===== src/unsat_pick_pkg.sv =====
/*
 * Shared definitions for the unsatisfied clause picker.
 * Holds the clause id type, the default widths handed to the top level
 * and the feedback mask of the random generator.
 */
package unsat_pick_pkg;

    // one clause id as stored in the buffer
    typedef logic [15:0] clause_id_t;

    // buffer depth, address is log2 of it, count one bit wider
    parameter int DEF_BUFFER_DEPTH = 1024;
    // width of N and where it sits in the generator word
    parameter int DEF_RAND_W = 18;
    parameter int DEF_RAND_OFFSET = 10;
    // reciprocal entry, all bits fractional
    // entry m holds floor(2^32 / m), entry 1 saturates to all ones
    parameter int DEF_RECIP_W = 32;

    // galois tap mask, x^32 + x^22 + x^2 + x + 1
    parameter logic [31:0] LFSR_POLY = 32'h8020_0003;
    // must be nonzero or the generator locks up
    parameter logic [31:0] DEF_LFSR_SEED = 32'h0000_0001;

endpackage


===== src/lfsr_rng.sv =====
/*
 * Free-running 32 bit Galois shift register.
 * Steps once per accepted pick, holds otherwise.
 * The caller slices N out of the state before the step.
 */
`timescale 1ns/1ps

module lfsr_rng import unsat_pick_pkg::*; #(
    parameter logic [31:0] LFSR_SEED = DEF_LFSR_SEED
) (
    input  logic        clk,
    input  logic        reset,
    input  logic        step_i,
    output logic [31:0] value_o
);

    logic [31:0] state;
    logic [31:0] next_state;

    // shift right, fold taps back in when a one drops out
    assign next_state = {1'b0, state[31:1]} ^ (state[0] ? LFSR_POLY : 32'h0);

    always_ff @(posedge clk) begin
        if (reset) begin
            state <= LFSR_SEED;
        end else if (step_i) begin
            state <= next_state;
        end
    end

    // current state, not the stepped one
    assign value_o = state;

endmodule


===== config.mk =====
export PLATFORM = sky130hd
export DESIGN_NAME = lfsr_rng
export DESIGN_NICKNAME = d
export VERILOG_FILES = /design/src/unsat_pick_pkg.sv /design/src/lfsr_rng.sv
export SDC_FILE = /design/constraint.sdc
export NUM_CORES = 1
export LEC_CHECK = 0
export BUFFER_PORTS_ARGS = -buffer_cell sky130_fd_sc_hd__buf_2
export CAP_MARGIN = 20
export CORE_MARGIN = 1.5
export CORE_UTILIZATION = 46
export DETAILED_ROUTE_END_ITERATION = 16
export GPL_ROUTABILITY_DRIVEN = 1
export HOLD_SLACK_MARGIN = 0.12
export PLACE_DENSITY = 0.73
export SLEW_MARGIN = 20
export SYNTH_ARGS = -nofsm -noshare
export SYNTH_HDL_FRONTEND = slang
export SYNTH_SLANG_ARGS = --single-unit

===== constraint.sdc =====
create_clock -name clk -period 0.8 [get_ports clk]
set_input_delay 0.04 -clock clk [delete_from_list [all_inputs] [get_ports clk]]
set_output_delay 0.04 -clock clk [all_outputs]
set_load 0.02 [all_outputs]

# Yosys cells after proc, flatten, opt, wreduce, memory -nomap -nowiden

Cells that the tools add are included.
W data, S select, Z words.

Flip-flop bits (word level): 32
Input port bits: 3

Mux-type cells: 1
Bitwise gates (word level): 1

Operators with widths:

| kind             | number |
|---|---|
| $mux W32         | 1 |
| $xor A31 B32 Y32 | 1 |

# Logic depth before layout (Yosys ltp)

Gate-level depths: netlist of the first run.

Depth in word-level cells: 2
Mapped depth: 4
Depth with buffers taken out: 2

# Least setup slack after synthesis of the first run

No wires, ideal clock.

Path type: register to register
Start point: register state[2], in the netlist value_o[2]
End point: register state[1], in the netlist value_o[1]
Setup time: 0.079 ns
Arrival: 0.745 ns
Required time: 0.721 ns
Setup slack: -0.025 ns
Cell stages (with the launch flop): 3
Buffers on the path: 0
Cell sequence: dfxtp_1 xnor2_1 a211oi_2

Word-level cells in the longest chain between the ends: 1

Ends and longest elaborated chain:

| element                | line           | RTL |
|---|---|---|
| from (decl)            | lfsr_rng.sv:17 | `logic [31:0] state;` |
| from (signal assigned) | lfsr_rng.sv:27 | `state <= next_state;` |
| $xor A31 B32 Y32       | lfsr_rng.sv:21 | `assign next_state = {1'b0, state[31:1]} ^ (state[0] ? LFSR_POLY : 32'h0);` |

No other way between the ends.
A chain may end at the register's enable or synchronous reset.

# Worst setup path in the final report of the first run

Start point: register state[0], in the netlist value_o[0]
End point: output port value_o[0]

RTL lines:

| element   | line           | RTL |
|---|---|---|
| to (decl) | lfsr_rng.sv:14 | `output logic [31:0] value_o` |

No word-level cell between the ends.

==> flow_summary.ini, run 1 <==
[outcome]
status = finished with violations
violations = setup timing

[detailed_routing]
dr_total_vias = 981
ant_nets = 0
viasPerCell = 4.83
drt-initial-drc-count = 30
post_drt_wl_per_cell_um = 12.3
drc_errors = 0
first_pass_iters = 4
wl_um = 2500

[synth]
ys_types = 13
synth-seq-cells = 32
synth_top_area_share_pct = 45.4
synthFlopType = dfxtp_1
synth_common_cells = 32 x dfxtp_1, 31 x nor2_1, 29 x buf_4, 29 x mux2i_1, 3 x buf_12
syn_area_per_cell_sq_um = 10.5
async_flop_share_pct = 0
yosysTopAreaCell = dfxtp_1
synth_edf_count = 0
yosys-top-cells-area = dfxtp_1 45%, mux2i_1 21%, buf_4 15%
synth_seq_area_share_pct = 45.4
yosys_warnings = 0
synth_area_sq_um = 1410
syn_inst = 135
yosysMostFrequentCell = dfxtp_1
syn_nets = 138

[clocking]
cts.clk_slew.worst_paths_ns = 0.09
clock-sinks = 32
clock_latency_ns = 0.32
numCtsBuffers = 5
root_buffer = clkbuf_4
cts_buffer_depth = 2
cts_tree = done
htree_levels = 2

[power_and_ir_drop]
p_leak_nw = 0.942
total_power_mw = 3.13
ir_drop_v = 0.00119
power_density_nw_per_um2 = 1590

[global_routing]
grt_max_degree = 33
grt_pass1_wl_um = 4120
grt_usage_pct = 16.4
overflow = 0
antenna_found_initial = 0
grt_pass1_vias = 938

[timing]
fin_ws_ns = -0.141
slew-limit-headroom_pct = 89.4
tns_ns = -1.28
fin_crit_sh_pct = 118
skew_ns = 0.00803
final-max-slew-violation-count = 0
hold_viol_final = 0
setup-violations-final = 35
min_period_ns = 0.941
rsz0062_at_grt = true
max_freq_ghz = 1.06
hold_ws_ns = 0.144
worstMarginPinSlew_ns = 0.156

[finish]
nets = 174
antenna_cells = 0
final_area_sq_um = 1960
drive_gt1_share_pct = 62.8
final_core_util_pct = 69.4
area_delta_synth_final_pct = 39.2
stdcell_count = 203
largest_reg_flops = 32

[worst_setup_path]
reg2reg_slack_ns = -0.08
r2r_end = value_o[21]
worstPathRequired_ns = 0.76
crit_type = reg2out
cp.arrival_ns = 0.90
worstSetupStartpointType = register
crit_fanout = 2
end_kind = primary output
ff2ff_path_depth = 3
reg2reg_from = value_o[0]

[floorplanning]
die_x_um = 58.4
pin_count = 35
dieHeight_um = 58.4
core_sq_um = 2830
start_util_pct = 49.9
num_rows = 19
die_area_sq_um = 3410

[worst_hold_path]
holdPathEnd = value_o[21]
hold_depth = 3
min_from = step_i
hp-class = in2reg

[placement]
port-buffer-count = 34
dp_hpwl_um = 1400
gp_congestion = 0.635
placed_area_sq_um = 1390
dp.cells = 168
place_ws_ns = -0.0397

[job]
cap_violations = 0
## metal layers
layer | vias up | share of wire [%] | routed length, um | GRT usage [%]
li1 | 482 | - | - | -
met1 | 465 | 39 | 979 | 17.6
met2 | 26 | 53 | 1320 | 27.4
met3 | 8 | 5.7 | 143 | 5.71
met4 | 0 | 2.3 | 57 | 9.97
met5 | - | 0 | 0 | 0
## final cells by class
cell class	count	area (sq um)
timing repair buffer	65	681
clock inverter	2	35.0
sequential	32	688
clock buffer	6	41.3
tap	31	38.8
multi-input combinational	67	480
fill	221	865
## worst max-delay path by stage
stage | start | to | slack [ns] | cells after the start
after floorplan | value_o[0] | value_o[1] | 0.03 | 2
after global placement | value_o[0] | value_o[1] | 0.009 | 2
after detailed placement | value_o[0] | value_o[1] | -0.04 | 2
after CTS | value_o[0] | value_o[0] | -0.16 | 2
after global routing | value_o[0] | value_o[0] | -0.20 | 2
final | value_o[0] | value_o[0] | -0.14 | 2
## logic make-up (layout without fill, tap and decap cells)
group / count (synthesis) / in the layout / share of synthesized area [%]
buf+inv: 36 / 73 / 21.4
mux: 29 / 29 / 20.6
xor+xnor: 2 / 2 / 1.24
flops: 32 / 32 / 45.4
simple gates: 32 / 32 / 8.78
compound gates: 4 / 4 / 2.66
## critical path, cell delays in order, from the launching register on
cell and delay [ns]:
dfxtp_4 0.36, buf_6 0.11, buf_6 0.12
## timing repair
action,4_1_cts,5_1_grt
pin swaps,1,8
gates resized for setup,95,13
hold endpoints to repair,31,0
buffers inserted,25,1
hold buffers,1,0
setup endpoints to repair,35,43
## layout by cell type, fill, tap and decap left out
master,synthesis,routed
a211oi_2,2,2
a21oi_1,1,1
and3_2,1,1
buf_12,3,3
buf_2,1,2
buf_4,29,17
buf_6,1,42
bufinv_16,0,1
clkbuf_1,2,1
clkbuf_4,0,5
clkinv_2,0,1
dfxtp_2,0,29
dfxtp_4,0,3
dlygate4sd3_1,0,1
mux2i_1,29,28
mux2i_2,0,1
nor2_1,31,31
o21bai_1,1,1
xnor2_1,2,1
xnor2_2,0,1
## power by group
part	internal [mW]	switching, mW	total (mW)
combinational	0.170	0.147	0.317
sequential	1.61	0.0230	1.64
clock	0.655	0.517	1.17
total	2.44	0.687	3.13
Power figures use the tool's default switching activity.
==> run 2, diff against run 1 <==
--- a/config.mk
+++ b/config.mk
@@ -12,6 +12,7 @@
 export DETAILED_ROUTE_END_ITERATION = 16
 export GPL_ROUTABILITY_DRIVEN = 1
 export HOLD_SLACK_MARGIN = 0.12
+export MAX_ROUTING_LAYER = met4
 export PLACE_DENSITY = 0.73
 export SLEW_MARGIN = 20
 export SYNTH_ARGS = -nofsm -noshare
==> run 2 against run 1 <==
Against the previous run:
- the flow still finishes with violations (setup timing)
- critical path depth is the same
- sequential power is essentially flat
- hold slack gained 0.00057 ns
- clock skew is essentially flat
- highest routed layer unchanged
==> flow_summary.ini, run 2 (same netlist as run 1, synthesis figures left out) <==
[global_routing]
grt_usage_pct = 16.9
antenna_found_initial = 0
overflow = 0
grt_pass1_vias = 939
grt_pass1_wl_um = 4120
grt_max_degree = 33

[worst_setup_path]
worstSetupStartpointType = register
crit_type = reg2out
cp.arrival_ns = 0.90
crit_fanout = 2
worstPathRequired_ns = 0.76
end_kind = primary output

[timing]
worstMarginPinSlew_ns = 0.156
final-max-slew-violation-count = 0
fin_crit_sh_pct = 118
setup-violations-final = 35
skew_ns = 0.00795
hold_viol_final = 0
slew-limit-headroom_pct = 89.4
max_freq_ghz = 1.06
fin_ws_ns = -0.141
min_period_ns = 0.941
rsz0062_at_grt = true

[finish]
area_delta_synth_final_pct = 39.2
layout_common_cells = 42 x buf_6, 31 x nor2_1, 29 x dfxtp_2
drive_gt1_share_pct = 62.8
nFillCells = 221
final_area_sq_um = 1960
stdcell_count = 203
largest_reg_flops = 32
final_common_cell = buf_6
antenna_cells = 0
nets = 174

[floorplanning]
num_rows = 19
dieHeight_um = 58.4
die_x_um = 58.4
die_area_sq_um = 3410
core_sq_um = 2830
pin_count = 35
start_util_pct = 49.9

[clocking]
htree_levels = 2
clock-sinks = 32
cts_buffer_depth = 2
clock_latency_ns = 0.32
numCtsBuffers = 5
cts_tree = done
cts.clk_slew.worst_paths_ns = 0.09
root_buffer = clkbuf_4

[power_and_ir_drop]
share_seq_of_total_power_pct = 52.4
p_int_mw = 2.44
comb_power_share_pct = 10.1
p_clk_share_pct = 37.5
p_sw_uw = 687
ir_drop_v = 0.00119
p_leak_nw = 0.942
swShare_pct = 22.0
power_density_nw_per_um2 = 1590

[detailed_routing]
viasPerCell = 4.81
first_pass_iters = 4
ant_nets = 0
post_drt_wl_per_cell_um = 12.3
dr_total_vias = 976
drc_errors = 0
drt-initial-drc-count = 29
wl_um = 2500

[worst_hold_path]
hp-class = in2reg

[outcome]
violations = setup timing
status = finished with violations

[placement]
dp.cells = 168
gp_congestion = 0.640
dp_hpwl_um = 1400
port-buffer-count = 34
placed_area_sq_um = 1390

[job]
cap_violations = 0
## run 2: cell counts in the layout (fill, tap and decap cells not counted)
Identical to the previous run, type by type.
## run 2: stage by stage
stage / setup WS, ns / total power, mW / TNS, ns / util [%] / hold slack, ns
after global routing: -0.197 / 3.28 / -3.13 / 69.4 / 0.128
after CTS: -0.163 / 3.16 / -1.80 / 67.4 / 0.126
final: -0.141 / 3.13 / -1.28 / 69.4 / 0.144
after detailed placement: -0.0397 / 1.92 / -0.102 / 49.1 / 0.424
after floorplan: 0.0329 / 1.90 / 0 / - / 0.0973
after global placement: 0.00858 / 1.91 / 0 / 49.1 / 0.413
## run 2: worst paths after layout
path	slack (ns)	end	cells after the start	startpoint
max	-0.14	value_o[0]	2	value_o[0]
min reg2reg	0.52	value_o[3]	2	value_o[3]
min	0.14	value_o[21]	3	step_i
max reg2reg	-0.08	value_o[21]	3	value_o[0]
## run 2: layer usage
layer | share of wire (%) | track usage, % | up-vias
met1 | 40 | 17.9 | 460
met2 | 53 | 27.4 | 26
met4 | 2.3 | 9.97 | 0
li1 | - | - | 482
met3 | 5.0 | 5.27 | 8
met5 | 0 | - | -
## run 2: worst max-delay path, cell delays in order (launching register included)
cell	delay, ns
dfxtp_4	0.36
buf_6	0.11
buf_6	0.12
## run 2: timing repair
action / CTS / global route
pin swaps: 1 / 8
gates cloned: 0 / 0
hold buffers: 1 / 0
resized for setup: 95 / 13
setup buffers: 25 / 1
endpoints found under the hold margin: 31 / 0
endpoints found under the setup margin: 35 / 43
## run 2: area by class of cell
type                    instances  area (sq um)  area share [%]
clock buffers                   6          41.3            2.10
clock inverters                 2          35.0            1.78
multi-input cells              67           480            24.5
flip-flops and latches         32           688            35.0
well taps                      31          38.8            1.97
repair buffers                 65           681            34.6
## run 2: power by group through the flow
stage	sequential (mW)	combinational [mW]	clock, mW
after floorplan	1.68	0.217	0
after global placement	1.68	0.234	0
after detailed placement	1.68	0.238	0
after CTS	1.64	0.308	1.21
after global routing	1.64	0.336	1.30
final	1.64	0.317	1.17
