## src/unsat_pick_pkg.sv

```systemverilog
/*
 * Shared definitions for the unsatisfied clause picker.
 * Holds the clause id type, the default widths handed to the top level
 * and the feedback mask of the random generator.
 */
package unsat_pick_pkg;

    // one clause id as stored in the buffer
    typedef logic [15:0] clause_id_t;

    // buffer depth, address is log2 of it, count one bit wider
    parameter int DEF_BUFFER_DEPTH = 1024;
    // width of N and where it sits in the generator word
    parameter int DEF_RAND_W = 18;
    parameter int DEF_RAND_OFFSET = 10;
    // reciprocal entry, all bits fractional
    // entry m holds floor(2^32 / m), entry 1 saturates to all ones
    parameter int DEF_RECIP_W = 32;

    // galois tap mask, x^32 + x^22 + x^2 + x + 1
    parameter logic [31:0] LFSR_POLY = 32'h8020_0003;
    // must be nonzero or the generator locks up
    parameter logic [31:0] DEF_LFSR_SEED = 32'h0000_0001;

endpackage

```

## src/mod_reduce.sv

```systemverilog
/*
 * Four stage N mod m without a divider.
 * Multiplies N by the stored reciprocal of m, takes the high bits as the
 * quotient estimate, subtracts quotient times m and corrects once.
 * The estimate is low by at most one, so a single correction is enough.
 * m and the reciprocal arrive one cycle after N and valid.
 */
`timescale 1ns/1ps

module mod_reduce import unsat_pick_pkg::*; #(
    parameter int BUFFER_DEPTH = DEF_BUFFER_DEPTH,
    parameter int RAND_W = DEF_RAND_W,
    parameter int RECIP_W = DEF_RECIP_W
) (
    input  logic                            clk,
    input  logic                            reset,
    input  logic                            valid_i,
    input  logic [RAND_W-1:0]               n_i,
    input  logic [$clog2(BUFFER_DEPTH):0]   m_i,
    input  logic [RECIP_W-1:0]              recip_i,
    output logic                            valid_o,
    output logic [$clog2(BUFFER_DEPTH)-1:0] index_o
);

    localparam int ADDR_W = $clog2(BUFFER_DEPTH);
    localparam int CNT_W = ADDR_W + 1;
    localparam int PROD_W = RAND_W + RECIP_W;

    // valid bit per stage
    logic v1;
    logic v2;
    logic v3;
    logic v4;

    // stage payloads
    logic [RAND_W-1:0] n1;
    logic [RAND_W-1:0] n2;
    logic [CNT_W-1:0]  m2;
    logic [CNT_W-1:0]  m3;
    logic [PROD_W-1:0] prod2;
    logic [CNT_W-1:0]  rem3;
    logic [ADDR_W-1:0] idx4;

    // combinational pieces between stages
    logic [RAND_W-1:0]       quot;
    logic [RAND_W+CNT_W-1:0] qm_full;
    logic [RAND_W-1:0]       diff;
    logic [CNT_W-1:0]        corr;

    // quotient estimate is the integer part of N * (1/m)
    assign quot = prod2[PROD_W-1:RECIP_W];
    assign qm_full = quot * m2;
    // true value below 2m, low bits are exact
    assign diff = n2 - qm_full[RAND_W-1:0];
    // one correction brings it below m
    assign corr = (rem3 >= m3) ? rem3 - m3 : rem3;

    // valid chain
    always_ff @(posedge clk) begin
        if (reset) begin
            v1 <= 1'b0;
            v2 <= 1'b0;
            v3 <= 1'b0;
            v4 <= 1'b0;
        end else begin
            v1 <= valid_i;
            v2 <= v1;
            v3 <= v2;
            v4 <= v3;
        end
    end

    // data path
    always_ff @(posedge clk) begin
        // stage 1, line N up with the table read
        n1 <= n_i;
        // stage 2, multiply
        n2 <= n1;
        m2 <= m_i;
        prod2 <= n1 * recip_i;
        // stage 3, raw remainder
        m3 <= m2;
        rem3 <= diff[CNT_W-1:0];
        // stage 4, corrected index
        idx4 <= corr[ADDR_W-1:0];
    end

    assign valid_o = v4;
    assign index_o = idx4;

endmodule

```

## config.mk

```make
export PLATFORM = sky130hd
export DESIGN_NAME = mod_reduce
export DESIGN_NICKNAME = d
export VERILOG_FILES = /design/src/unsat_pick_pkg.sv /design/src/mod_reduce.sv
export SDC_FILE = /design/constraint.sdc
export NUM_CORES = 1
export LEC_CHECK = 0
export BUFFER_PORTS_ARGS = -buffer_cell sky130_fd_sc_hd__buf_2
export CAP_MARGIN = 10
export CORE_ASPECT_RATIO = 1.5
export CORE_MARGIN = 2
export CORE_UTILIZATION = 50
export CTS_BUF_LIST = sky130_fd_sc_hd__clkbuf_8
export DETAILED_ROUTE_END_ITERATION = 16
export PLACE_DENSITY = 0.67
export SETUP_SLACK_MARGIN = 0.1
export SYNTH_ARGS = -nofsm -noshare
export SYNTH_HDL_FRONTEND = slang
export SYNTH_SLANG_ARGS = --single-unit
```

## constraint.sdc

```tcl
create_clock -name clk -period 7.7 [get_ports clk]
set_clock_uncertainty 0.15 [all_clocks]
set_input_delay 0.77 -clock clk [delete_from_list [all_inputs] [get_ports clk]]
set_output_delay 0.77 -clock clk [all_outputs]
set_load 0.01 [all_outputs]
```

; Yosys cells after proc, flatten, opt, wreduce, memory -nomap -nowiden
; Cells that the tools add are included.
[word_totals]
regBits = 126
output_inout_bits = 11
[classes]
n_addsub = 2
mul = 2
magnitude_cmp = 1
muxes = 1
[ops]
columns = op, count
row1 = multiplier 18 x 32 -> 50 bit, 1
row2 = multiplier 18 x 11 -> 11 bit, 1
row3 = greater-or-equal comparator 11 bit, 1
row4 = subtractor 11 bit, 1
row5 = two-way mux 10 bit, 1
row6 = subtractor 10 bit, 1

; Longest topological paths before layout
; Gate-level depths: netlist (run 1).
[logic_depth]
word_depth = 2
ltp_mapped = 24

; Worst setup path after synthesis (run 1)
; No wires, ideal clock.
[synth_path]
path_type = input to register
from = in recip_i[25]
to = reg prod2[42]
setup_ns = 0.072
t_arrival_ns = 6.242
t_required_ns = 7.478
slack_ns = 1.236
path_stages = 24
path_buffers = 2
path_cell_list = clkbuf_1 clkbuf_1 nand2_1 fa_1 inv_1 fa_1 inv_1 fa_1 inv_1 fa_1 fa_1 inv_1 fa_1 inv_1 ha_1 a2111oi_2 o21ai_1 o21ai_0 o211ai_2 a21oi_2 a21oi_2 a21o_1 a21oi_2 xnor2_1
[synth_between]
elab_chain_len = 1
[synth_lines]
columns = item, line_no
row1 = "start, declared", mod_reduce.sv:20  ; input logic [RECIP_W-1:0] recip_i,
row2 = multiplier 18 x 32 -> 50 bit, mod_reduce.sv:80  ; prod2 <= n1 * recip_i;
row3 = "end signal, assigned", mod_reduce.sv:80
row4 = "end, declared", mod_reduce.sv:40  ; logic [PROD_W-1:0] prod2;
; No other way between the ends.
; A chain may end at the register's enable or synchronous reset.

; Final worst setup path (run 1)
[layout_path]
from = reg n1[3]
to = reg prod2[42]
[layout_between]
elab_chain_len = 1
[layout_lines]
columns = item, line_no
row1 = "start, declared", mod_reduce.sv:36  ; logic [RAND_W-1:0] n1;
row2 = "start signal, assigned", mod_reduce.sv:76  ; n1 <= n_i;
row3 = multiplier 18 x 32 -> 50 bit, mod_reduce.sv:80
; No other way between the ends.

==> results of run 1 <==
-- layout make-up --
| type | instances | area share |
|---|---|---|
| Clock buffer | 10 | 0.00640 |
| Sequential cell | 87 | 0.0809 |
| Multi-Input combinational cell | 1451 | 0.744 |
| Timing Repair Buffer | 103 | 0.0283 |
| Tap cell | 506 | 0.0294 |
| Inverter | 617 | 0.108 |
| Antenna cell | 1 | 0.000116 |
| Clock inverter | 6 | 0.00343 |
-- cells by family (layout without fill, tap and decap cells) --
family / Yosys count / after routing / share of synthesized area
xor+xnor: 67 / 67 / 0.0287
other cells: 0 / 1 / 0
buf+inv: 716 / 736 / 0.132
mux: 10 / 10 / 0.00539
compound gates: 76 / 76 / 0.0271
simple gates: 666 / 666 / 0.152
flops: 87 / 87 / 0.0852
fa+ha+maj: 632 / 632 / 0.570
-- per-layer routing --
layer	up-vias	routed length [um]	track usage	part of all wire
met5	-	0	0	0
met4	0	1530	0.0777	0.031
met3	112	2180	0.0273	0.045
met2	388	26400	0.456	0.54
met1	7530	18700	0.296	0.38
li1	6355	-	-	-
-- sequential cells by signal, indices dropped and copies added, names as in the netlist --
signal	cells
index_o	10
m2	11
m3	11
n1	18
n2	11
prod2	11
rem3	11
v1	1
v2	1
v3	1
valid_o	1
-- cells in the final DEF, fill, tap and decap left out, types with 2 or more instances in the layout --
master / synthesis / final
a21oi_2: 4 / 4
nand2_1: 410 / 410
clkbuf_8: 0 / 10
and3_1: 2 / 2
a21o_1: 9 / 9
fa_1: 498 / 498
o21ai_0: 12 / 12
xor2_1: 17 / 17
o21ai_1: 3 / 3
buf_2: 1 / 74
ha_1: 134 / 134
a221oi_2: 2 / 2
o21a_1: 6 / 6
inv_6: 0 / 2
and4_1: 2 / 2
nor2b_1: 8 / 8
nand4_1: 3 / 3
a21oi_1: 19 / 19
inv_1: 617 / 617
a211oi_1: 2 / 2
nand3_1: 4 / 4
and2_1: 217 / 217
dfxtp_1: 87 / 87
mux2_1: 2 / 2
mux2i_1: 2 / 2
buf_4: 0 / 28
o211ai_1: 2 / 2
mux2_2: 6 / 6
o21bai_1: 7 / 7
xnor2_1: 50 / 50
clkinvlp_4: 0 / 2
or2_2: 2 / 2
nor2_1: 13 / 13
-- worst register-to-register path, stage by stage, from the launching register on --
cell	delay [ps]
dfxtp_1	1110
nand2_1	220
fa_1	610
inv_1	60
fa_1	540
inv_1	60
fa_1	500
inv_1	60
fa_1	500
fa_1	490
inv_1	50
fa_1	480
inv_1	40
ha_1	320
a2111oi_2	320
o21ai_1	110
o21ai_0	280
o211ai_2	230
a21oi_2	320
a21oi_2	110
a21o_1	220
a21oi_2	150
xnor2_1	120
-- stage by stage --
| step | utilization | hold WS (ps) | instances | setup WS [ps] | instance area, um^2 |
|---|---|---|---|---|---|
| after floorplan | - | 176 | 2254 | 1240 | 20400 |
| after global placement | 0.528 | 222 | 2763 | 596 | 21300 |
| after detailed placement | 0.528 | 223 | 2764 | 631 | 21300 |
| after CTS | 0.534 | 236 | 2780 | 586 | 21500 |
| after global routing | 0.534 | 248 | 2780 | 251 | 21500 |
| final | 0.534 | 234 | 2781 | 594 | 21500 |
-- how the worst max path moves through the flow --
stage                        endpoint          start
floorplan           prod2[42]$_DFF_P_    recip_i[25]
global placement    prod2[42]$_DFF_P_  n1[5]$_DFF_P_
detailed placement  prod2[42]$_DFF_P_    recip_i[14]
CTS                 prod2[42]$_DFF_P_  n1[3]$_DFF_P_
global route        prod2[42]$_DFF_P_  n1[3]$_DFF_P_
finish              prod2[42]$_DFF_P_  n1[3]$_DFF_P_
==> flow_metrics.py, run 1 <==
metrics = {
    "run_status": {
        "status": "complete, no violations",
    },
    "routing": {
        "drt-initial-drc-count": 676,
        "wirelength_um": 48800,
        "vias": 14400,
        "drc": 0,
        "ant_nets": 0,
        "routedWlPerCell_um": 17.6,
        "first_pass_iters": 5,
        "avgViaCountPerCell": 5.17,
    },
    "floorplanning": {
        "ios": 75,
        "die_height_um": 252,
        "rows": 90,
        "die_w_um": 169,
        "coreArea_mm2": 0.0403,
        "die_area_mm2": 0.0425,
        "start_util": 0.507,
    },
    "cts": {
        "cts_hold_buf": 0,
        "clock_latency_ps": 400,
        "numCtsBuffers": 9,
        "post_cts_buffers": 0,
        "post_cts_resized": 0,
        "tritoncts": "built",
        "cts_root_buf": "clkbuf_8",
        "cts_sinks": 87,
        "clockBufferDepth": 2,
        "clk_pin_slew_ps": 90,
        "h-tree-depth": 3,
    },
    "critical_path": {
        "ff2ff_setup_slack_ps": 590,
        "crit_path_end_kind": "flip-flop",
        "timing.rr.end": "prod2[42]$_DFF_P_",
        "start_kind": "flip-flop",
        "crit_type": "reg2reg",
        "reg2reg_depth": 22,
        "worstPathMaxFanout": 22,
        "cp.depth": 22,
        "crit_buf_inv": 5,
        "crit_family": "adder cells",
        "cp.arrival_ps": 7270,
        "required_ps": 7870,
        "max_stage_delay_ps": 1110,
        "critPathMostFrequentCell": "fa_1",
        "path_cells": "nand2_1 > fa_1 > inv_1 > fa_1 > inv_1 > fa_1 > inv_1 > fa_1 > fa_1 > inv_1 > fa_1 > inv_1 > ha_1 > a2111oi_2 > o21ai_1 > o21ai_0 > o211ai_2 > a21oi_2 > a21oi_2 > a21o_1 > a21oi_2 > xnor2_1",
        "cp_slowest_cell": "dfxtp_1",
        "timing.rr.start": "n1[3]$_DFF_P_",
    },
    "grt": {
        "overflow": 0,
        "grt_pass1_wl_um": 81600,
        "track_usage": 0.245,
        "grt_pass1_vias": 16400,
        "grt_max_degree": 34,
        "antenna_found_initial": 1,
    },
    "run": {
        "cap_violations": 0,
    },
    "synthesis": {
        "netlist_instances": 2254,
        "synth-main-ff-cell": "dfxtp_1",
        "ys_seq_area_frac": 0.0852,
        "yosys.area.top_type_share": 0.488,
        "synth_common_cells": "inv_1 (617), fa_1 (498), nand2_1 (410)",
        "syn_nets": 2950,
        "ys_async_sr_fraction": 0,
        "synth_area_leaders": "fa_1 (49%), inv_1 (11%), dfxtp_1 (8.5%)",
        "avgSynthCellArea_um2": 9.07,
        "synth.most_common_cell": "inv_1",
        "ys_warn_count": 0,
        "synth_edf_count": 0,
        "ys_types": 45,
        "ys_seq_elements": 87,
        "yosysTopAreaCell": "fa_1",
        "synthesis.area_mm2": 0.0204,
    },
    "placement": {
        "dp_hpwl_um": 39500,
        "port_buffers": 74,
        "gp_congestion": 0.896,
    },
    "sta": {
        "drv_slew": 0,
        "post-route-min-period_ps": 7110,
        "worst_slew_margin_rel": 0.179,
        "fin_setup_tns_ps": 0,
        "rsz0062_at_grt": "false",
        "setup_viol_count_final": 0,
        "fin_crit_sh": 0.923,
        "tightest_slew_ps": 1230,
        "finalHoldViolCount": 0,
        "max_freq_mhz": 141,
    },
    "final_layout": {
        "nFillCells": 3686,
        "multi_input_area_mm2": 0.0160,
        "layout-drive-gt1-share": 0.0620,
        "nNetsFinal": 2965,
        "register_area_mm2": 0.00174,
        "syn_to_final_growth_pct": 5.30,
    },
    "hold_path": {
        "hold_depth": 0,
        "worstHoldStart": "m2[10]$_DFF_P_",
        "hp-class": "reg2reg",
        "min_to": "m3[10]$_DFF_P_",
    },
}
Power of run 1 is not shown: default switching activity piles up to over one toggle a cycle in this logic, so the estimate is an artifact.
==> run 2, diff against run 1 <==
clock period = 7.01 ns   (was 7.7 ns; I/O delays follow)
==> run 2 against run 1 <==
  * Routed wire length increased by 3.1%
  * Cell area rose by 0.42%
  * Sequential share of layout area about the same
  * Global-route usage increased by 0.85 points
  * Sequential cell count unchanged
  * Core utilization increased by 0.22 points
  * First-iteration DRC count is 11% higher
  * Critical endpoint unchanged
  * Via count grew 0.90%
  * Critical path depth shrank 2
  * Highest routed layer unchanged
  * Cell count is 0.25% higher
==> flow_metrics.py, run 2 (same netlist as run 1, synthesis figures left out) <==
metrics = {
    "floorplanning": {
        "rows": 90,
        "start_util": 0.507,
        "coreArea_mm2": 0.0403,
        "die_height_um": 252,
        "ios": 75,
        "die_w_um": 169,
        "die_area_mm2": 0.0425,
    },
    "placement": {
        "gp_congestion": 0.901,
        "port_buffers": 74,
        "dp_hpwl_um": 39500,
        "pre_cts_ws_ps": 230,
    },
    "critical_path": {
        "start_kind": "flip-flop",
        "worstPathMaxFanout": 16,
        "cp.arrival_ps": 6800,
        "required_ps": 7180,
        "crit_path_end_kind": "flip-flop",
        "crit_type": "reg2reg",
    },
    "sta": {
        "max_freq_mhz": 151,
        "finalHoldViolCount": 0,
        "tightest_slew_ps": 755,
        "post-route-min-period_ps": 6630,
        "rsz0062_at_grt": "false",
        "setup_viol_count_final": 0,
        "setup_slack_ps": 382,
        "fin_crit_sh": 0.946,
        "fin_setup_tns_ps": 0,
        "worst_slew_margin_rel": 0.491,
        "drv_slew": 0,
    },
    "run_status": {
        "status": "complete, no violations",
    },
    "routing": {
        "ant_nets": 0,
        "vias": 14500,
        "wirelength_um": 50300,
        "drt-initial-drc-count": 747,
        "drc": 0,
        "first_pass_iters": 5,
        "routedWlPerCell_um": 18.0,
        "avgViaCountPerCell": 5.21,
    },
    "grt": {
        "busiest_layer": "met2",
        "grtUsageMet1": 0.298,
        "grt_pass1_wl_um": 83900,
        "grt_pass1_vias": 16800,
        "met2_usage": 0.463,
        "grt_max_degree": 34,
        "antenna_found_initial": 0,
        "overflow": 0,
        "track_usage": 0.254,
        "met3_usage": 0.0380,
    },
    "cts": {
        "post_cts_buffers": 0,
        "clock_latency_ps": 400,
        "cts_root_buf": "clkbuf_8",
        "h-tree-depth": 3,
        "numCtsBuffers": 9,
        "cts_sinks": 87,
        "tritoncts": "built",
        "clockBufferDepth": 2,
        "clk_pin_slew_ps": 120,
    },
    "final_layout": {
        "final_common_cell": "inv_1",
        "layout-drive-gt1-share": 0.0666,
        "antenna_cells": 0,
        "top_register": "n1",
        "layout_common_cells": "inv_1 (617), fa_1 (498), nand2_1 (410)",
        "nNetsFinal": 2973,
        "nFillCells": 3690,
        "syn_to_final_growth_pct": 5.74,
        "largest_reg_flops": 18,
    },
    "hold_path": {
        "hp-class": "reg2reg",
    },
    "run": {
        "cap_violations": 0,
    },
}
==> run 2: cell count changes in the layout (fill, tap and decap cells not counted) <==
cell       change
inv_6          -1
clkinv_8       +1
bufinv_16      -1
dfxtp_1        -3
clkbuf_8       -1
buf_4          +4
buf_12         +5
diode_2        -1
buf_16         -1
dfxtp_2        +3
inv_8          +2
==> run 2: area by class of cell <==
cell class | count | area, um^2 | share of cell area
tap | 506 | 633 | 0.0293
multi-input combinational | 1451 | 16000 | 0.741
sequential | 87 | 1750 | 0.0808
inverter | 617 | 2320 | 0.107
clock buffer | 9 | 124 | 0.00573
clock inverter | 7 | 73.8 | 0.00342
timing repair buffer | 111 | 711 | 0.0329
==> run 2: repair_timing <==
| item | in CTS | in global routing |
|---|---|---|
| setup endpoints to repair | 0 | 4 |
| resized for setup | 0 | 3 |
| hold endpoints to repair | 0 | 0 |
| hold buffers | 0 | 0 |
==> run 2: stage by stage <==
stage	hold WS [ps]	util	std cells	cell area [um^2]
CTS	220	0.536	2788	21600
detailed placement	225	0.531	2772	21400
finish	226	0.536	2788	21600
global route	222	0.536	2788	21600
floorplan	176	-	2254	20400
global placement	221	0.531	2772	21400
==> run 2: routing by layer <==
metal	part of all wire	wire length (um)	vias up
met5	0	0	-
met4	0.041	2080	0
met3	0.060	3040	137
met2	0.53	26700	521
met1	0.37	18500	7485
li1	-	-	6371
==> run 2: worst paths after layout <==
path                                      from  cells past startpoint  slack, ps                end
worst max register to register  n1[16]$_DFF_P_                     20        380  prod2[42]$_DFF_P_
worst min register to register  m2[10]$_DFF_P_                      0        230     m3[10]$_DFF_P_
worst min-delay path            m2[10]$_DFF_P_                      0        230     m3[10]$_DFF_P_
worst max-delay path            n1[16]$_DFF_P_                     20        380  prod2[42]$_DFF_P_
==> run 2: worst max-delay path, cell delays in order, from the launching register on <==
cell	delay (ps)
dfxtp_1	760
buf_4	320
and2_1	180
fa_1	440
fa_1	480
fa_1	540
fa_1	440
fa_1	500
inv_1	50
fa_1	470
inv_1	40
ha_1	310
a2111oi_2	310
o21ai_1	110
o21ai_0	300
o211ai_2	230
a21oi_2	320
a21oi_2	110
a21o_1	220
a21oi_2	150
xnor2_1	120
Power of run 2 is left out for the same reason.
