**src/unsat_pick_pkg.sv**
```systemverilog
/*
 * Shared definitions for the unsatisfied clause picker.
 * Holds the clause id type, the default widths handed to the top level
 * and the feedback mask of the random generator.
 */
package unsat_pick_pkg;

    // one clause id as stored in the buffer
    typedef logic [15:0] clause_id_t;

    // buffer depth, address is log2 of it, count one bit wider
    parameter int DEF_BUFFER_DEPTH = 1024;
    // width of N and where it sits in the generator word
    parameter int DEF_RAND_W = 18;
    parameter int DEF_RAND_OFFSET = 10;
    // reciprocal entry, all bits fractional
    // entry m holds floor(2^32 / m), entry 1 saturates to all ones
    parameter int DEF_RECIP_W = 32;

    // galois tap mask, x^32 + x^22 + x^2 + x + 1
    parameter logic [31:0] LFSR_POLY = 32'h8020_0003;
    // must be nonzero or the generator locks up
    parameter logic [31:0] DEF_LFSR_SEED = 32'h0000_0001;

endpackage

```
**src/table_load_if.sv**
```systemverilog
/*
 * Port of the reciprocal table.
 * The controller drives it as master, the table RAM sits on the slave side.
 * The address is one bit wider than a buffer address so a full count fits.
 */
`timescale 1ns/1ps

interface table_load_if import unsat_pick_pkg::*; #(
    parameter int ADDR_W = $clog2(DEF_BUFFER_DEPTH) + 1,
    parameter int DATA_W = DEF_RECIP_W
) ();

    logic              en;
    logic              we;
    logic [ADDR_W-1:0] addr;
    logic [DATA_W-1:0] wdata;

    // controller side
    modport master (output en, output we, output addr, output wdata);
    // RAM side
    modport slave (input en, input we, input addr, input wdata);

endinterface

```
**src/pick_ctrl.sv**
```systemverilog
/*
 * Pick control.
 * During setup the table port carries the external load, picks are ignored.
 * Otherwise a pick at a nonzero count is accepted, reads the reciprocal at
 * the live count and samples that count for the pipeline.
 * A pick at count zero is dropped and sets a sticky flag.
 */
`timescale 1ns/1ps

module pick_ctrl import unsat_pick_pkg::*; #(
    parameter int BUFFER_DEPTH = DEF_BUFFER_DEPTH,
    parameter int RECIP_W = DEF_RECIP_W
) (
    input  logic                          clk,
    input  logic                          reset,
    input  logic                          setup_i,
    input  logic [$clog2(BUFFER_DEPTH):0] load_addr_i,
    input  logic [RECIP_W-1:0]            load_data_i,
    input  logic                          pick_i,
    input  logic                          clear_flag_i,
    input  logic [$clog2(BUFFER_DEPTH):0] count_i,
    output logic                          pick_acc_o,
    output logic [$clog2(BUFFER_DEPTH):0] m_o,
    output logic                          div_zero_o,
    table_load_if.master                  tbl
);

    logic count_zero;
    logic pick_live;
    logic pick_acc;
    logic div_zero;

    assign count_zero = (count_i == '0);
    // picks only count outside setup
    assign pick_live = pick_i & ~setup_i;
    assign pick_acc = pick_live & ~count_zero;

    // table port, load in setup, read at the count on a pick
    assign tbl.en = setup_i | pick_acc;
    assign tbl.we = setup_i;
    assign tbl.addr = setup_i ? load_addr_i : count_i;
    assign tbl.wdata = load_data_i;

    // m lines up with the table read data
    always_ff @(posedge clk) begin
        if (pick_acc) begin
            m_o <= count_i;
        end
    end

    // sticky divide by zero, set beats clear
    always_ff @(posedge clk) begin
        if (reset) begin
            div_zero <= 1'b0;
        end else if (pick_live && count_zero) begin
            div_zero <= 1'b1;
        end else if (clear_flag_i) begin
            div_zero <= 1'b0;
        end
    end

    assign pick_acc_o = pick_acc;
    assign div_zero_o = div_zero;

endmodule

```
**src/flat_wrapper.sv**
```systemverilog
// flat-port wrapper written by rule: the top's interface ports become plain ports
module pick_ctrl_flat import unsat_pick_pkg::*;
#(
    parameter int BUFFER_DEPTH = DEF_BUFFER_DEPTH,
    parameter int RECIP_W = DEF_RECIP_W
)
  (clk, reset, setup_i, load_addr_i, load_data_i, pick_i, clear_flag_i, count_i, pick_acc_o, m_o, div_zero_o, tbl_en, tbl_we, tbl_addr, tbl_wdata);
  table_load_if tbl_i ();
  input  logic clk;
  input  logic reset;
  input  logic setup_i;
  input  logic [$clog2(BUFFER_DEPTH):0] load_addr_i;
  input  logic [RECIP_W-1:0] load_data_i;
  input  logic pick_i;
  input  logic clear_flag_i;
  input  logic [$clog2(BUFFER_DEPTH):0] count_i;
  output logic pick_acc_o;
  output logic [$clog2(BUFFER_DEPTH):0] m_o;
  output logic div_zero_o;
  output wire logic [$bits(tbl_i.en)-1:0] tbl_en;
  output wire logic [$bits(tbl_i.we)-1:0] tbl_we;
  output wire logic [$bits(tbl_i.addr)-1:0] tbl_addr;
  output wire logic [$bits(tbl_i.wdata)-1:0] tbl_wdata;
  assign tbl_en = tbl_i.en;
  assign tbl_we = tbl_i.we;
  assign tbl_addr = tbl_i.addr;
  assign tbl_wdata = tbl_i.wdata;
  pick_ctrl #(.BUFFER_DEPTH(BUFFER_DEPTH), .RECIP_W(RECIP_W)) u_core (.clk(clk), .reset(reset), .setup_i(setup_i), .load_addr_i(load_addr_i), .load_data_i(load_data_i), .pick_i(pick_i), .clear_flag_i(clear_flag_i), .count_i(count_i), .pick_acc_o(pick_acc_o), .m_o(m_o), .div_zero_o(div_zero_o), .tbl(tbl_i));
endmodule
```
**config.mk**
```make
export PLATFORM = sky130hd
export DESIGN_NAME = pick_ctrl_flat
export DESIGN_NICKNAME = d
export VERILOG_FILES = /design/src/unsat_pick_pkg.sv /design/src/table_load_if.sv /design/src/pick_ctrl.sv /design/src/flat_wrapper.sv
export SDC_FILE = /design/constraint.sdc
export NUM_CORES = 1
export LEC_CHECK = 0
export BUFFER_PORTS_ARGS = -buffer_cell sky130_fd_sc_hd__clkbuf_2
export CAP_MARGIN = 0
export CORE_MARGIN = 2
export CORE_UTILIZATION = 33
export CTS_BUF_LIST = sky130_fd_sc_hd__clkbuf_2 sky130_fd_sc_hd__clkbuf_4 sky130_fd_sc_hd__clkbuf_8
export CTS_CLUSTER_SIZE = 16
export DETAILED_ROUTE_END_ITERATION = 10
export GPL_TIMING_DRIVEN = 0
export HOLD_SLACK_MARGIN = 0.15
export PLACE_DENSITY = 0.88
export SYNTH_ARGS = -nofsm -noshare
export SYNTH_HDL_FRONTEND = slang
export SYNTH_SLANG_ARGS = --single-unit
```
**constraint.sdc**
```tcl
create_clock -name clk -period 3.31 [get_ports clk]
set_input_delay 0.331 -clock clk [delete_from_list [all_inputs] [get_ports clk]]
set_output_delay 0.331 -clock clk [all_outputs]
set_load 0.02 [all_outputs]
```
Yosys cells after proc, flatten, opt, wreduce, memory -nomap -nowiden
Index checks and enable logic that the tools add are counted.
{"block": "word_totals", "inputBits": 59, "ff_bits": 12, "out_inout_bits": 58, "elab_cells": 13}
{"block": "classes", "reduce_logical": 3, "bitwise": 5, "n_mux": 3}
{"operator": "zero test 11 bit", "count": 1}
{"operator": "two-way mux 11 bit", "count": 1}
{"operator": "AND 1 bit", "count": 2}
{"operator": "two-way mux 1 bit", "count": 2}
{"operator": "NOT 1 bit", "count": 2}
{"operator": "nonzero test 2 bit", "count": 1}
{"operator": "logical AND 1 bit", "count": 1}
{"operator": "bitwise OR 1 bit", "count": 1}

Logic depth before layout (Yosys ltp)
Gate-level depths: netlist of run 1.
{"block": "depth", "depth_word": 4, "mapped_depth": 3, "depth_no_buf": 3}

Least setup slack after synthesis of run 1
Ideal clock, no wire load.
{"block": "synth_timing", "path_type": "input port to flip-flop", "startpoint": "input port setup_i", "endpoint": "register u_core.m_o[0] (enable)", "slack_ns": 1.078, "n_path_buf": 1, "setup_ns": 0.416, "stages": 2, "t_required_ns": 2.894, "arrival_ns": 1.816, "path_cell_list": "buf_4 nor3b_1"}
{"block": "synth_via", "elab_chain_len": 3}
{"item": "from (decl)", "line": "flat_wrapper.sv:11", "text": "input logic setup_i;"}
{"item": "NOT 1 bit", "line": "pick_ctrl.sv:35", "text": "assign pick_live = pick_i & ~setup_i;"}
{"item": "AND 1 bit", "line": "pick_ctrl.sv:35"}
{"item": "AND 1 bit", "line": "pick_ctrl.sv:36", "text": "assign pick_acc = pick_live & ~count_zero;"}
{"item": "named net pick_acc_o", "line": "flat_wrapper.sv:17", "text": "output logic pick_acc_o;"}
{"item": "to (signal assigned)", "line": "pick_ctrl.sv:47", "text": "m_o <= count_i;"}
{"item": "to (decl)", "line": "pick_ctrl.sv:23", "text": "output logic [$clog2(BUFFER_DEPTH):0] m_o,"}
The timed path passes the listed nets, and every way through them passes these cells.
A chain may end at the register's enable or synchronous reset.

Worst setup path in the final report of run 1
{"block": "layout_timing", "startpoint": "input port setup_i", "endpoint": "output port pick_acc_o"}
{"block": "layout_via", "elab_chain_len": 3}
{"item": "NOT 1 bit", "line": "pick_ctrl.sv:35"}
{"item": "AND 1 bit", "line": "pick_ctrl.sv:35"}
{"item": "AND 1 bit", "line": "pick_ctrl.sv:36"}
{"item": "to (decl)", "line": "flat_wrapper.sv:17"}
No other way between the ends.

==> results by group, run 1 <==
Outcome
  – Status: completed

Logic synthesis
  – Most area-consuming cells after synthesis: edfxtp_1, buf_4, mux2_2
  – Yosys top cell by area: edfxtp_1
  – Synth Register Bits: 12
  – Sequential-to-total area share from yosys stat: between 40 and 50%
  – Top cell type's share of synthesized area: between 40 and 50%
  – Synth warnings: 0
  – Mapped Cells: 67
  – Mapped Nets: 126
  – Synthesized cell area: 808 µm²
  – Unique masters post-synth: 13
  – Post-synthesis average cell area: 12.1 µm²

Clocking
  – Reg clk slew, reported paths: ~0.07 ns
  – Clock tree from TritonCTS: yes
  – Later-pin clock latency in the skew report: 0.25 ns
  – Post-CTS setup buffer count: 0
  – TritonCTS Sinks: 12
  – Hold buffers post-CTS: 0
  – Post_cts resized: 0
  – Total CTS buffers: 3
  – Clk root buf: clkbuf_4
  – Clock Path Buffers: 2
  – H-Tree Depth: 1

Worst setup path
  – R2r worst-path depth: 2
  – Slowest cell on crit path: nor3b_2
  – Launching point of the worst reg2reg path: u_core.div_zero_o
  – Reg2Reg Setup Slack: around 2.8 ns
  – Most frequent CP cell: clkbuf_2
  – CP max stage delay: around 0.69 ns
  – Crit Path Class: input pin to primary output
  – Startpoint Class: input pin
  – RR Endpoint: u_core.div_zero_o
  – Crit path DAT: 1.65 ns
  – Max FO, Critical Path: 12
  – Worst Path Required: approximately 3.0 ns
  – Critical path, cell by cell: clkbuf_2, buf_4, nor3b_2, clkbuf_2
  – Crit path capture type: primary output

Global route
  – Overflow after GRT: 0
  – Largest net degree at the start of global routing: 13
  – Number of global-route vias before repair: 736
  – Initial antenna violation count: 0
  – GRT Overall Usage: between 10% and 20%
  – Global-route wire length before repair: roughly 3.0 mm

Min path
  – WHS Path Cells: 2
  – Worst Hold End: u_core.div_zero_o
  – HP Start: reset
  – Type of the worst min-delay path: input pin to flip-flop

Finish
  – Final nets: around 220
  – Most frequent cells in the layout: clkbuf_2, buf_4, mux2_2, edfxtp_1, clkbuf_4
  – Commonest non-fill, non-tap cell in the layout: clkbuf_2
  – Ant. Diodes: 0
  – P&R area growth vs syn: 60.7%
  – Share of cells above drive strength 1: 89.0%

STA
  – Worst slew margin: a little under half
  – Setup Skew: 0 ns
  – Max Slew Vio Count: 0
  – RSZ-0062 raised after global routing: false
  – Crit path time final: 1.98 ns
  – Final setup TNS: 0 ns
  – Hold Slack: 0.283 ns
  – Peak Freq: roughly 500 MHz
  – Worst slew pin tran: around 0.8 ns
  – Crit share post-route: 60.0%
  – # setup viols final: 0
  – Hold Vio Cnt, Final: 0

Routing
  – Post-route DRC: 0
  – Final ANT Viol Nets: 0
  – DR vias/cell: 4.30
  – First-pass DRT Iterations: 3
  – Initial DRC Count: 2
  – Routed len/inst: between 10 and 15 µm
  – Final WL: between 2 and 2.5 mm
  – Total number of vias: 787

Floorplanning
  – Starting Density: between 30% and 40%
  – # IOs: roughly 120
  – Die Area: between 2000 and 3000 µm²
  – Die W: ~53 µm
  – # rows: 17
  – CORE AREA: 2250 µm²
  – Die H: 53.5 µm

Job
  – Max Cap Viol: 0

Power and ir drop
  – P_leak: approximately 0.00071 µW
  – Worst VDD drop: around 0.19 mV
  – PD cells: around 340 nW/µm²

Place
  – PortBufs: 84
  – GP Congestion: 0.735
[per-layer routing]
metal / share of wire, % / track usage (%)
met1: 30 / 11.3
met2: 57 / 33.3
met3: 13 / 3.11
met4: 0 / 4.70
met5: 0 / 0
[where the power goes]
part | internal, µW | switching (µW) | total, µW | leakage (µW)
combinational | 73.8 | 92.8 | 167 | 0.000583
clock | 54.7 | 40.7 | 95.3 | 0.0000184
sequential | 176 | 2.46 | 178 | 0.000111
total | 304 | 136 | 440 | 0.000713
[worst max-delay path, delay by kind of cell]
kind	cells	cell delay [ns]
simple gates	1	0.69
buf+inv	3	0.63
[through the flow]
stage	instance area (µm²)	total power [µW]	util (%)	worst slack, ns	cells
CTS	1300	445	57.6	1.30	183
global placement	1260	347	56.0	0.784	179
finish	1300	440	57.6	1.33	183
detailed placement	1270	350	56.3	1.30	179
floorplan	808	287	-	1.08	67
global route	1300	462	57.6	1.20	183
[flip-flops by register name, summed over array words and instances, names as in the netlist]
name,count
u_core.div_zero_o,1
u_core.m_o,11
[area by class of cell]
| class | instances | area (µm²) |
|---|---|---|
| Buffer | 34 | 255 |
| Clock buffer | 4 | 30.0 |
| Fill cell | 191 | 956 |
| Inverter | 1 | 3.75 |
| Multi-Input combinational cell | 20 | 204 |
| Sequential cell | 12 | 350 |
| Tap cell | 28 | 35.0 |
| Timing Repair Buffer | 84 | 420 |
[how the worst max path moves through the flow]
stage                    end  cells after the start  slack (ns)  startpoint
2_1_floorplan  u_core.m_o[0]                      2        1.08     setup_i
3_3_place_gp      pick_acc_o                      4        0.78     setup_i
6_report          pick_acc_o                      4        1.33     setup_i
3_5_place_dp      pick_acc_o                      4        1.30     setup_i
5_1_grt           pick_acc_o                      4        1.20     setup_i
4_1_cts           pick_acc_o                      4        1.30     setup_i
[cells in the mapped netlist, drive strengths merged]
cell type  number
nand2           1
o41ai           1
inv             1
dfxtp           1
buf            34
nor2            1
nor4            2
nand3           1
nor3b           1
nor3            1
mux2           11
edfxtp         11
a21o            1
[kinds of logic after synthesis]
kind of cell	count (synthesis)	synth area share, %
buffers and inverters	35	32.0
DFF	12	43.3
muxes	11	15.3
and+or+nand+nor	7	6.19
AOI/OAI and AO/OA	2	3.10
Note: power is estimated with default switching activity, not from simulation.
==> run 2: changes to the inputs <==
--- a/config.mk
+++ b/config.mk
@@ -8,13 +8,13 @@
 export BUFFER_PORTS_ARGS = -buffer_cell sky130_fd_sc_hd__clkbuf_2
 export CAP_MARGIN = 0
 export CORE_MARGIN = 2
-export CORE_UTILIZATION = 33
+export CORE_UTILIZATION = 31
 export CTS_BUF_LIST = sky130_fd_sc_hd__clkbuf_2 sky130_fd_sc_hd__clkbuf_4 sky130_fd_sc_hd__clkbuf_8
 export CTS_CLUSTER_SIZE = 16
 export DETAILED_ROUTE_END_ITERATION = 10
 export GPL_TIMING_DRIVEN = 0
 export HOLD_SLACK_MARGIN = 0.15
-export PLACE_DENSITY = 0.88
+export PLACE_DENSITY = 0.83
 export SYNTH_ARGS = -nofsm -noshare
 export SYNTH_HDL_FRONTEND = slang
 export SYNTH_SLANG_ARGS = --single-unit
==> constraint.sdc (replaced) <==
create_clock -name clk -period 1.9 [get_ports clk]
set_input_delay 0.19 -clock clk [delete_from_list [all_inputs] [get_ports clk]]
set_output_delay 0.19 -clock clk [all_outputs]
set_load 0.02 [all_outputs]
==> run 2 against run 1 <==
Effect of this change: hold slack lost 0.080 ns; register-to-register slack lost 1.4 ns; sequential share of layout area shrank 2.3 points; worst setup slack lost 1.1 ns; cell count grew 7.7%; design area grew 9.4%; power grew 80%; largest cell class unchanged; largest power group unchanged.
==> results by group, run 2 (synthesized netlist as in run 1, its figures left out) <==
Worst setup path
  – Startpoint Class: input pin
  – Kind of cell adding the most delay to the critical path: simple AND/OR/NAND/NOR gates
  – Max FO, Critical Path: 12
  – Crit Path Class: input pin to primary output
  – Most frequent CP cell: clkbuf_2
  – Slowest cell on crit path: nor3b_2
  – Critical path, cell by cell: clkbuf_2, buf_4, nor3b_2, clkbuf_2
  – RR Endpoint: u_core.div_zero_o
  – Crit path capture type: primary output
  – Crit path DAT: between 1.5 and 2 ns
  – Reg2Reg Setup Slack: 1.35 ns
  – Launching point of the worst reg2reg path: u_core.div_zero_o
  – R2r worst-path depth: 2
  – Buf/Inv on CP: 3
  – CP max stage delay: between 0.6 and 0.7 ns
  – Worst Path Required: between 1.5 and 2 ns

Clocking
  – Clock Path Buffers: 2
  – Reg clk slew, reported paths: 0.06 ns
  – Total CTS buffers: 3
  – Clk root buf: clkbuf_4
  – Hold buffers post-CTS: 12
  – Clock tree from TritonCTS: yes
  – Post_cts resized: 0
  – TritonCTS Sinks: 12
  – H-Tree Depth: 1
  – Post-CTS setup buffer count: 0
  – Later-pin clock latency in the skew report: approximately 0.27 ns

Min path
  – Type of the worst min-delay path: input pin to flip-flop
  – HP Start: clear_flag_i
  – WHS Path Cells: 4
  – Worst Hold End: u_core.div_zero_o

STA
  – Final setup TNS: 0 ns
  – Setup Skew: 0 ns
  – Worst slew pin tran: a little over 0.8 ns
  – Crit share post-route: 89.7%
  – Peak Freq: approximately 590 MHz
  – # setup viols final: 0
  – Final worst slack: 0.196 ns
  – Crit path time final: 1.70 ns
  – Worst slew margin: 45.7%
  – Hold Vio Cnt, Final: 0
  – RSZ-0062 raised after global routing: false
  – Max Slew Vio Count: 0

Place
  – Post-Place Worst Slack: around 0.18 ns
  – Hpwl dp: 2.03 mm
  – GP Congestion: between 0.6 and 0.7
  – PortBufs: between 80 and 90

Finish
  – P&R area growth vs syn: 75.9%
  – Seq. cell area: around 350 µm²
  – Commonest non-fill, non-tap cell in the layout: clkbuf_2
  – Ant. Diodes: 0
  – Share of cells above drive strength 1: 82.6%
  – Top reg by flops: u_core.m_o
  – Fillers: between 200 and 250
  – Final nets: between 200 and 250
  – Max reg flops: 11
  – Multi-input logic area: around 200 µm²
  – Most frequent cells in the layout: clkbuf_2, buf_4, dlygate4sd3_1

Floorplanning
  – Die Area: ~3000 µm²
  – Starting Density: between 30% and 40%
  – CORE AREA: 2480 µm²
  – Die W: about 55 µm
  – # IOs: roughly 120
  – Die H: between 50 and 60 µm
  – # rows: 18

Global route
  – Met2 Use GR: ~32%
  – GRT Overall Usage: between 10% and 20%
  – Global-route wire length before repair: approximately 2.9 mm
  – Number of global-route vias before repair: ~770
  – Overflow after GRT: 0
  – Initial antenna violation count: 0
  – GR peak layer: met2
  – Met3 usage: 2.42%
  – Met1 usage in global routing: a little under a tenth
  – Largest net degree at the start of global routing: 13

Routing
  – Final ANT Viol Nets: 0
  – Post-route DRC: 0
  – DR vias/cell: 4.39
  – Total number of vias: 864
  – Final WL: around 2.3 mm
  – Routed len/inst: 11.9 µm
  – Initial DRC Count: 16
  – First-pass DRT Iterations: 4

Power and ir drop
  – Worst VDD drop: about 0.33 mV
  – PD cells: between 500 and 600 nW/µm²
  – P_leak: 0.000763 µW

Job
  – Max Cap Viol: 0

Outcome
  – Status: completed
[run 2: changes by cell type in the layout (fill, tap and decap cells not counted)]
cell | before | now
dlygate4sd3_1 | 0 | 12
[run 2: metrics by stage]
stage	utilization, %	std cells	area [µm²]	hold WS [ns]	total power, µW
global placement	51.3	181	1270	0.404	603
floorplan	-	67	813	0.288	501
CTS	57.4	197	1420	0.188	801
detailed placement	51.3	181	1270	0.411	609
global route	57.4	197	1420	0.196	837
finish	57.4	197	1420	0.203	792
[run 2: worst max path at each step]
stage | start | to | cells past startpoint
global placement | setup_i | pick_acc_o | 4
floorplan | setup_i | u_core.m_o[0] | 2
detailed placement | setup_i | pick_acc_o | 4
finish | setup_i | pick_acc_o | 4
global route | setup_i | pick_acc_o | 4
CTS | setup_i | pick_acc_o | 4
[run 2: metal layers]
metal | share of wire, % | up-vias
met5 | 0 | -
met4 | 1.2 | 0
met3 | 13 | 4
met2 | 57 | 78
met1 | 28 | 383
li1 | - | 399
[run 2: final cells by class]
type	instances	area share, %
buffer	34	18.0
clock buffer	4	2.11
inverter	1	0.264
multi-input combinational	20	14.3
sequential	12	24.6
tap	30	2.64
timing repair buffer	96	38.0
[run 2: where the power goes]
part	leakage, µW	total (µW)	internal (µW)	switching [µW]
registers	0.000111	311	306	4.45
clock network	0.0000184	173	95.7	77.2
logic	0.000633	308	145	164
total	0.000763	792	547	245
[run 2: tightest hold or removal path, delay by kind of cell]
kind,cells,cell delay (ns)
AND/OR/NAND/NOR,2,0.11
buffers and inverters,1,0.08
AO/OA/AOI/OAI,1,0.06
